`src/rtl/chessCfg.svh`:
```
`ifndef CHESS_CFG_SVH
`define CHESS_CFG_SVH

////////////////////////////////////////
// Board layout in pixels
////////////////////////////////////////

`define CELL_SIZE     55
`define BOARD_X0      102
`define BOARD_Y0      20
`define PIECE_MARGIN  8

////////////////////////////////////////
// Widths and counts
////////////////////////////////////////

`define COORD_W       10
`define COLOR_W       4
`define NUM_PIECES    32
// Captures that can be taken back
`define UNDO_DEPTH    2

`endif

```
`src/rtl/chessPkg.sv`:
```
package chessPkg;

`include "chessCfg.svh"

    // Column counts left to right, row top to bottom
    typedef struct packed {
        logic [2:0] col;
        logic [2:0] row;
    } squareT;

    // Upper bit set for black pieces
    typedef logic [4:0] pieceIdxT;

    typedef enum logic [2:0] {
        PAWN   = 3'd0,
        ROOK   = 3'd1,
        BISHOP = 3'd2,
        KNIGHT = 3'd3,
        QUEEN  = 3'd4,
        KING   = 3'd5
    } pieceKindT;

    typedef logic [`COLOR_W-1:0] colorT;

    localparam colorT LIGHT_R = 4'd14;
    localparam colorT LIGHT_G = 4'd13;
    localparam colorT LIGHT_B = 4'd11;
    localparam colorT DARK_R  = 4'd8;
    localparam colorT DARK_G  = 4'd5;
    localparam colorT DARK_B  = 4'd3;

    function automatic pieceKindT kindOf(input pieceIdxT idx);
        logic [3:0] n;
        n = idx[3:0];
        if (n < 4'd8) begin
            return PAWN;
        end else if (n < 4'd10) begin
            return ROOK;
        end else if (n < 4'd12) begin
            return BISHOP;
        end else if (n < 4'd14) begin
            return KNIGHT;
        end else if (n == 4'd14) begin
            return QUEEN;
        end
        return KING;
    endfunction

    function automatic squareT homeSquare(input pieceIdxT idx);
        logic [3:0] n;
        logic [2:0] backCol;
        squareT sq;
        n = idx[3:0];
        case (n)
            4'd8:    backCol = 3'd0;
            4'd9:    backCol = 3'd7;
            4'd10:   backCol = 3'd2;
            4'd11:   backCol = 3'd5;
            4'd12:   backCol = 3'd1;
            4'd13:   backCol = 3'd6;
            4'd14:   backCol = 3'd3;
            default: backCol = 3'd4;
        endcase
        if (n < 4'd8) begin
            sq.col = n[2:0];
            sq.row = idx[4] ? 3'd1 : 3'd6;
        end else begin
            sq.col = backCol;
            sq.row = idx[4] ? 3'd0 : 3'd7;
        end
        return sq;
    endfunction

    // Grey level per kind, white pieces bright and black ones dim
    function automatic colorT pieceShade(input pieceKindT kind, input logic isBlack);
        if (isBlack) begin
            return colorT'(4'd2 + 4'(kind));
        end
        return colorT'(4'd15 - 4'(kind));
    endfunction

endpackage

```
`src/rtl/boardGeometry.sv`:
```
`timescale 1ns/1ns
`include "chessCfg.svh"

module boardGeometry
    import chessPkg::*;
(
    input  logic                Clk,
    input  logic                arstN,
    input  logic [`COORD_W-1:0] drawX,
    input  logic [`COORD_W-1:0] drawY,
    output logic                onBoard,
    output logic                inPiece,
    output logic                lightSquare,
    output squareT              square
);

    localparam logic [`COORD_W-1:0] X0       = `BOARD_X0;
    localparam logic [`COORD_W-1:0] Y0       = `BOARD_Y0;
    localparam logic [`COORD_W-1:0] CELL     = `CELL_SIZE;
    localparam logic [`COORD_W-1:0] SPAN     = 8 * `CELL_SIZE;
    localparam logic [`COORD_W-1:0] PIECE_LO = `PIECE_MARGIN;
    localparam logic [`COORD_W-1:0] PIECE_HI = `CELL_SIZE - 1 - `PIECE_MARGIN;

    logic [`COORD_W-1:0] relX;
    logic [`COORD_W-1:0] relY;
    logic [`COORD_W-1:0] colFull;
    logic [`COORD_W-1:0] rowFull;
    logic [`COORD_W-1:0] offX;
    logic [`COORD_W-1:0] offY;
    logic                hitX;
    logic                hitY;

    // Wraps to a large value left of and above the board
    assign relX = drawX - X0;
    assign relY = drawY - Y0;

    assign hitX = (drawX >= X0) && (relX < SPAN);
    assign hitY = (drawY >= Y0) && (relY < SPAN);

    assign colFull = relX / CELL;
    assign rowFull = relY / CELL;
    assign offX    = relX % CELL;
    assign offY    = relY % CELL;

    always_ff @(posedge Clk or negedge arstN) begin
        if (!arstN) begin
            onBoard     <= 1'b0;
            inPiece     <= 1'b0;
            lightSquare <= 1'b0;
        end else begin
            onBoard     <= hitX && hitY;
            inPiece     <= (offX >= PIECE_LO) && (offX <= PIECE_HI)
                        && (offY >= PIECE_LO) && (offY <= PIECE_HI);
            // Light when column plus row is even
            lightSquare <= ~(colFull[0] ^ rowFull[0]);
        end
    end

    always_ff @(posedge Clk) begin
        square.col <= colFull[2:0];
        square.row <= rowFull[2:0];
    end

    // The cell must enclose the coordinate it came from
    assert property (@(posedge Clk) disable iff (!arstN)
        onBoard |-> ($past(drawX) >= X0 + square.col * CELL)
                 && ($past(drawX) <  X0 + (square.col + 1'b1) * CELL)
                 && ($past(drawY) >= Y0 + square.row * CELL)
                 && ($past(drawY) <  Y0 + (square.row + 1'b1) * CELL));

endmodule

```
`src/rtl/pieceTable.sv`:
```
`timescale 1ns/1ns
`include "chessCfg.svh"

module pieceTable
    import chessPkg::*;
(
    input  logic                   Clk,
    input  logic                   arstN,
    input  logic                   wrEn,
    input  logic                   capture,
    input  logic                   undo,
    input  pieceIdxT               wrIdx,
    input  pieceIdxT               capIdx,
    input  squareT                 wrSquare,
    output squareT                 pieceSquare [`NUM_PIECES],
    output logic [`NUM_PIECES-1:0] pieceLive
);

    localparam int               CNT_W = $clog2(`UNDO_DEPTH + 1);
    localparam logic [CNT_W-1:0] FULL  = `UNDO_DEPTH;

    // Entry 0 is the newest capture
    pieceIdxT         history [`UNDO_DEPTH];
    logic [CNT_W-1:0] histCount;
    logic             doUndo;

    assign doUndo = undo && (histCount != '0);

    ////////////////////////////////////////
    // Positions and live flags
    ////////////////////////////////////////

    always_ff @(posedge Clk or negedge arstN) begin
        if (!arstN) begin
            for (int i = 0; i < `NUM_PIECES; i++) begin
                pieceSquare[i] <= homeSquare(pieceIdxT'(i));
            end
            pieceLive <= '1;
        end else begin
            if (wrEn) begin
                pieceSquare[wrIdx] <= wrSquare;
            end
            if (capture) begin
                pieceLive[capIdx] <= 1'b0;
            end else if (doUndo) begin
                pieceLive[history[0]] <= 1'b1;
            end
        end
    end

    ////////////////////////////////////////
    // Capture history
    ////////////////////////////////////////

    // Saturates when full, the oldest entry falls off the end
    always_ff @(posedge Clk or negedge arstN) begin
        if (!arstN) begin
            histCount <= '0;
        end else if (capture) begin
            if (histCount != FULL) begin
                histCount <= histCount + 1'b1;
            end
        end else if (doUndo) begin
            histCount <= histCount - 1'b1;
        end
    end

    always_ff @(posedge Clk) begin
        if (capture) begin
            history[0] <= capIdx;
            for (int i = 1; i < `UNDO_DEPTH; i++) begin
                history[i] <= history[i-1];
            end
        end else if (doUndo) begin
            for (int i = 0; i < `UNDO_DEPTH - 1; i++) begin
                history[i] <= history[i+1];
            end
        end
    end

    // Host issues one command per cycle
    assert property (@(posedge Clk) disable iff (!arstN)
        $onehot0({wrEn, capture, undo}));

endmodule

```
`src/rtl/pieceLocator.sv`:
```
`timescale 1ns/1ns
`include "chessCfg.svh"

module pieceLocator
    import chessPkg::*;
(
    input  logic                   Clk,
    input  logic                   arstN,
    input  logic                   onBoardIn,
    input  logic                   inPieceIn,
    input  logic                   lightIn,
    input  squareT                 square,
    input  squareT                 pieceSquare [`NUM_PIECES],
    input  logic [`NUM_PIECES-1:0] pieceLive,
    output logic                   hit,
    output pieceKindT              kind,
    output logic                   isBlack,
    output logic                   onBoard,
    output logic                   inPiece,
    output logic                   lightSquare
);

    logic [`NUM_PIECES-1:0] match;
    pieceIdxT               firstIdx;

    always_comb begin
        for (int i = 0; i < `NUM_PIECES; i++) begin
            match[i] = pieceLive[i] && (pieceSquare[i] == square);
        end
    end

    // Lowest index wins when pieces share a square
    always_comb begin
        firstIdx = '0;
        for (int i = `NUM_PIECES - 1; i >= 0; i--) begin
            if (match[i]) begin
                firstIdx = pieceIdxT'(i);
            end
        end
    end

    always_ff @(posedge Clk or negedge arstN) begin
        if (!arstN) begin
            hit         <= 1'b0;
            onBoard     <= 1'b0;
            inPiece     <= 1'b0;
            lightSquare <= 1'b0;
        end else begin
            // Square is only meaningful on the board
            hit         <= onBoardIn && (|match);
            onBoard     <= onBoardIn;
            inPiece     <= inPieceIn;
            lightSquare <= lightIn;
        end
    end

    always_ff @(posedge Clk) begin
        kind    <= kindOf(firstIdx);
        isBlack <= firstIdx[4];
    end

endmodule

```
`src/rtl/pixelComposer.sv`:
```
`timescale 1ns/1ns
`include "chessCfg.svh"

module pixelComposer
    import chessPkg::*;
(
    input  logic      Clk,
    input  logic      arstN,
    input  logic      blankN,
    input  logic      onBoard,
    input  logic      inPiece,
    input  logic      lightSquare,
    input  logic      hit,
    input  logic      isBlack,
    input  pieceKindT kind,
    output colorT     red,
    output colorT     green,
    output colorT     blue
);

    colorT shade;
    colorT redNext;
    colorT greenNext;
    colorT blueNext;

    assign shade = pieceShade(kind, isBlack);

    always_comb begin
        if (!blankN) begin
            redNext   = '1;
            greenNext = '1;
            blueNext  = '1;
        end else if (!onBoard) begin
            redNext   = '0;
            greenNext = '0;
            blueNext  = '0;
        end else if (hit && inPiece) begin
            // Flat grey piece body
            redNext   = shade;
            greenNext = shade;
            blueNext  = shade;
        end else if (lightSquare) begin
            redNext   = LIGHT_R;
            greenNext = LIGHT_G;
            blueNext  = LIGHT_B;
        end else begin
            redNext   = DARK_R;
            greenNext = DARK_G;
            blueNext  = DARK_B;
        end
    end

    always_ff @(posedge Clk or negedge arstN) begin
        if (!arstN) begin
            red   <= '0;
            green <= '0;
            blue  <= '0;
        end else begin
            red   <= redNext;
            green <= greenNext;
            blue  <= blueNext;
        end
    end

    // Locator must never report a piece off the board
    assert property (@(posedge Clk) disable iff (!arstN)
        hit |-> onBoard);

endmodule

```
`src/rtl/chessRenderer.sv`:
```
`timescale 1ns/1ns
`include "chessCfg.svh"

module chessRenderer
    import chessPkg::*;
(
    input  logic                Clk,
    input  logic                arstN,
    input  logic                blankN,
    input  logic [`COORD_W-1:0] drawX,
    input  logic [`COORD_W-1:0] drawY,
    input  logic                wrEn,
    input  logic                capture,
    input  logic                undo,
    input  pieceIdxT            wrIdx,
    input  pieceIdxT            capIdx,
    input  squareT              wrSquare,
    output colorT               red,
    output colorT               green,
    output colorT               blue
);

    // Stage 1, geometry
    logic      onBoard1;
    logic      inPiece1;
    logic      light1;
    squareT    square1;

    // Stage 2, piece lookup
    logic      hit2;
    pieceKindT kind2;
    logic      isBlack2;
    logic      onBoard2;
    logic      inPiece2;
    logic      light2;

    squareT                 pieceSquare [`NUM_PIECES];
    logic [`NUM_PIECES-1:0] pieceLive;

    // Blanking rides alongside its pixel
    logic blankD1;
    logic blankD2;

    always_ff @(posedge Clk or negedge arstN) begin
        if (!arstN) begin
            blankD1 <= 1'b1;
            blankD2 <= 1'b1;
        end else begin
            blankD1 <= blankN;
            blankD2 <= blankD1;
        end
    end

    boardGeometry uGeometry (
        .Clk(Clk),
        .arstN(arstN),
        .drawX(drawX),
        .drawY(drawY),
        .onBoard(onBoard1),
        .inPiece(inPiece1),
        .lightSquare(light1),
        .square(square1)
    );

    pieceTable uTable (
        .Clk(Clk),
        .arstN(arstN),
        .wrEn(wrEn),
        .capture(capture),
        .undo(undo),
        .wrIdx(wrIdx),
        .capIdx(capIdx),
        .wrSquare(wrSquare),
        .pieceSquare(pieceSquare),
        .pieceLive(pieceLive)
    );

    pieceLocator uLocator (
        .Clk(Clk),
        .arstN(arstN),
        .onBoardIn(onBoard1),
        .inPieceIn(inPiece1),
        .lightIn(light1),
        .square(square1),
        .pieceSquare(pieceSquare),
        .pieceLive(pieceLive),
        .hit(hit2),
        .kind(kind2),
        .isBlack(isBlack2),
        .onBoard(onBoard2),
        .inPiece(inPiece2),
        .lightSquare(light2)
    );

    pixelComposer uComposer (
        .Clk(Clk),
        .arstN(arstN),
        .blankN(blankD2),
        .onBoard(onBoard2),
        .inPiece(inPiece2),
        .lightSquare(light2),
        .hit(hit2),
        .isBlack(isBlack2),
        .kind(kind2),
        .red(red),
        .green(green),
        .blue(blue)
    );

endmodule

```
`config.mk`:
```
export PLATFORM = sky130hd
export DESIGN_NAME = chessRenderer
export DESIGN_NICKNAME = d
export VERILOG_FILES = /design/src/rtl/chessPkg.sv /design/src/rtl/boardGeometry.sv /design/src/rtl/pieceTable.sv /design/src/rtl/pieceLocator.sv /design/src/rtl/pixelComposer.sv /design/src/rtl/chessRenderer.sv
export VERILOG_INCLUDE_DIRS = /design/src /design/src/rtl
export SDC_FILE = /design/constraint.sdc
export NUM_CORES = 1
export LEC_CHECK = 0
export BUFFER_PORTS_ARGS = -buffer_cell sky130_fd_sc_hd__buf_2
export CAP_MARGIN = 20
export CORE_MARGIN = 4
export CORE_UTILIZATION = 63
export DETAILED_ROUTE_END_ITERATION = 8
export PLACE_DENSITY = 0.81
export SLEW_MARGIN = 15
export SYNTH_ARGS = -nofsm -noshare
export SYNTH_HDL_FRONTEND = slang
export SYNTH_HIERARCHICAL = 1
export SYNTH_SLANG_ARGS = --single-unit
```
`constraint.sdc`:
```
create_clock -name Clk -period 2.9 [get_ports Clk]
set_input_delay 0.29 -clock Clk [delete_from_list [all_inputs] [get_ports Clk]]
set_output_delay 0.29 -clock Clk [all_outputs]
set_load 0.005 [all_outputs]
```
==> results.yml <==
hold_path:
  hp-class: "input port to flip-flop"
  hold-path-cell-count: 2
  hold_start: "capIdx[0]"
  min_to: "uTable/history[0][0]"
logic_synthesis:
  synthSimpleGateAreaFrac: 0.1490
  synth-compound-area-share: 0.1326
  syn_area_per_cell_um2: 11.20
  ys_seq_area_frac: 0.4080
  synth_xor_area_frac: 0.1220
  synth_edf_count: 10
  ys_seq_elements: 265
  synth.top_cell.area_share: 0.2051
  synth_top_family_by_area: "simple AND/OR/NAND/NOR gates"
  syn_inst: 1487
  synthFlopType: "dfstp_2"
  synth_mux_area_frac: 0.1421
  synth_area_leader_cell: "dfstp_2"
  ys.warnings.count: 6
  synthesis.area_um2: 16650
  synthDistinctLibCells: 127
  synth_nets: 1539
  netlist_top_cells_area: "dfstp_2 21%, dfrtp_1 17%, mux2_2 14%"
  async_reset_ff_frac: 0.9245
  synth_fa_ha_area_frac: 0.007514
power_and_ir_drop:
  p_per_area_nw_per_um2: 752.7
  ir_drop_mv: 0.6433
  leakagePower_nw: 8.246
critical_path:
  crit_type: "input port to flip-flop"
  rr_startpoint: "uGeometry/square[0]"
  crit_fanout: 7
  reg2reg_to: "uLocator/kind[2]"
  crit_required_ns: 3.37
  worst_setup_path_start_kind: "input port"
  r2r_slack_ns: -0.04
  reg2reg_depth: 8
  end_kind: "flip-flop"
  cp.arrival_ns: 4.64
floorplan:
  die_width_um: 170.6
  ioPinCount: 54
  core_area_um2: 26060
  die_h_um: 170.6
  start_util: 0.6390
  die_area_um2: 29100
  rows: 59
route:
  first_pass_iters: 5
  drt_iter0_drc: 997
  dr_total_vias: 13220
  via_per_inst: 6.276
  drc: 0
  wl_um: 44210
  postRouteAntennaNets: 0
  wire_per_inst_um: 20.99
timing:
  hold_violations: 0
  post-route-worst-setup-slack_ns: -1.272
  whs_ns: 0.1277
  worst-slew-pin-transition_ns: 0.9546
  setup_viol: 8
  fmax_ghz: 0.2397
  finalCritPeriodShare: 1.439
  slew_headroom: 0.3553
  rsz0062_at_grt: "true"
  clock_skew_ns: 0.009037
  fin_crit_ns: 4.172
  maxSlewViolCount: 0
cells_and_area:
  final_cell_area_um2: 20170
  num_antenna_cells: 0
  area_growth_pct: 21.14
  final_cells: 2106
  n_fill_cell: 1653
  nNetsFinal: 1802
  drive_gt1_frac: 0.4800
place:
  io_buffer_count: 53
  dpl_worst_slack_ns: -2.073
  hpwlAfterDp_um: 30790
  place.gp.congestion: 0.9003
  dp.cells: 2032
  place_area_um2: 18830
cts:
  cts_root_buf: "clkbuf_16"
  cts_sinks: 265
  cts_buffers: 27
  cts_tree: "built"
  cts_max_level: 1
  clk_latency_ns: 0.53
  clockBufferDepth: 3
  clkTransAtPathRegs_ns: 0.06
run_status:
  outcome: "finished with violations"
  violations: "negative setup slack"
global_route:
  use_met2: 0.5217
  grt_max_degree: 75
  track_usage: 0.3010
  busiest_layer: "met2"
  grt_pass1_vias: 13590
  grt_antenna_before_repair: 0
  gr-total-overflow: 0
  gr-usage-met1: 0.3935
  grtUsageMet3: 0.04067
  grt_first_pass_wirelength_um: 71060
flow_run:
  drv_cap: 0
## synth_stat cells (8+ instances only)
| cell | n |
|---|---|
| buf_6 | 16 |
| ha_1 | 10 |
| inv_1 | 16 |
| clkbuf_1 | 33 |
| nand2_1 | 55 |
| xor2_1 | 103 |
| nand4_1 | 41 |
| and3_1 | 11 |
| dfrtp_1 | 115 |
| nor4_4 | 11 |
| nor2_1 | 73 |
| o21ai_1 | 10 |
| nand3b_1 | 13 |
| dfxtp_1 | 10 |
| a21oi_1 | 34 |
| a31oi_1 | 9 |
| nor4_1 | 22 |
| nor4_2 | 11 |
| o211ai_1 | 13 |
| nor2b_1 | 10 |
| nand3_1 | 37 |
| mux2_2 | 201 |
| dfstp_2 | 130 |
| edfxtp_1 | 10 |
| or2_2 | 8 |
| buf_2 | 9 |
| nor3_1 | 16 |
| xnor2_1 | 116 |
| o21ai_0 | 89 |
| nand2b_1 | 18 |
| mux2i_1 | 8 |
## flip-flops by register name, indices dropped and copies added (netlist names), 3 cells and up
register / cells
uTable/pieceLive: 32
uLocator/kind: 3
uGeometry/square: 6
uTable/pieceSquare: 192
uTable/history: 10
uComposer/blue: 4
uComposer/red: 4
## cells by family after synthesis
group | count (synthesis)
muxes | 210
AOI/OAI and AO/OA | 290
DFF | 265
buffers and inverters | 91
and+or+nand+nor | 395
adders and majority gates | 10
xor gates and xnor gates | 226
## per-stage QoR
stage          utilization  TNS [ns]  power [mW]
6_report            0.7741    -4.089       15.18
5_1_grt             0.7741    -4.824       15.96
4_1_cts             0.7671    -3.972       15.04
3_5_place_dp        0.7225    -8.712       11.56
3_3_place_gp        0.7225    -8.179       11.30
2_1_floorplan            -    -7.953       9.820
## worst max-delay path: stages
cell and delay (ns):
buf_8 0.10, buf_12 0.13, a211o_4 0.36, o22ai_4 0.25, a21o_4 0.20, a21boi_4 0.07, buf_12 0.14, a2111oi_4 0.31
and2_4 0.20, o211ai_2 0.11, and3_4 0.19, ha_4 0.16, or2_4 0.22, o32a_1 0.17, and3_4 0.21, buf_4 0.15
or2_4 0.26, o221a_4 0.29, or3_1 0.36, a31oi_1 0.16, nor2_1 0.06, and4b_1 0.23
## report_power, final
part           leakage [nW]  switching [mW]  internal (mW)
combinational          4.84            3.17           3.06
clock                 0.413            1.38           1.90
sequential             3.00           0.766           4.90
total                  8.25            5.32           9.87
## layout make-up
type	count	area [um2]	area share
Clock buffer	46	817.0	0.04050
Multi-Input combinational cell	1131	9668	0.4793
Inverter	16	67.56	0.003349
Clock inverter	4	23.77	0.001179
Timing Repair Buffer	309	2375	0.1177
Tap cell	335	419.2	0.02078
Sequential cell	265	6802	0.3372
## routing by layer
| metal | up-vias | routed length, um |
|---|---|---|
| met5 | - | 0 |
| met4 | 0 | 1474 |
| met3 | 107 | 2612 |
| met2 | 465 | 21940 |
| met1 | 6638 | 18180 |
| li1 | 6007 | - |
## timing repair
| item | CTS | global route |
|---|---|---|
| hold endpoints to repair | 31 | 0 |
| gates resized for setup | 49 | 22 |
| setup buffers | 11 | 12 |
| pin swaps | 34 | 12 |
| setup endpoints to repair | 6 | 7 |
| hold buffers | 2 | 0 |
## how the worst max path moves through the flow
stage	startpoint	to	slack (ns)	depth (start not counted)
after global placement	drawX[1]	uGeometry/inPiece	-1.97	23
after floorplan	drawX[1]	uGeometry/inPiece	-2.00	24
after detailed placement	drawX[1]	uGeometry/inPiece	-2.07	23
final	drawX[2]	uGeometry/inPiece	-1.27	22
after global routing	drawX[1]	uGeometry/inPiece	-1.44	23
after CTS	drawY[6]	uGeometry/inPiece	-1.23	22
## layout by cell type (no fill, tap or decap), drive strengths merged, types with 8 or more instances in the layout
cell	n
a211oi	9
a21oi	36
a31oi	10
and2	8
and3	12
buf	307
clkbuf	46
dfrtp	115
dfstp	130
dfxtp	10
edfxtp	10
ha	10
inv	17
mux2	201
mux2i	9
nand2	55
nand2b	18
nand3	39
nand3b	13
nand4	41
nor2	75
nor2b	10
nor3	19
nor4	44
o211ai	18
o21ai	104
o22ai	8
o31ai	9
or2	16
or3	8
or4	8
xnor2	118
xor2	108
No activity file was read; power rests on OpenSTA's default activity.
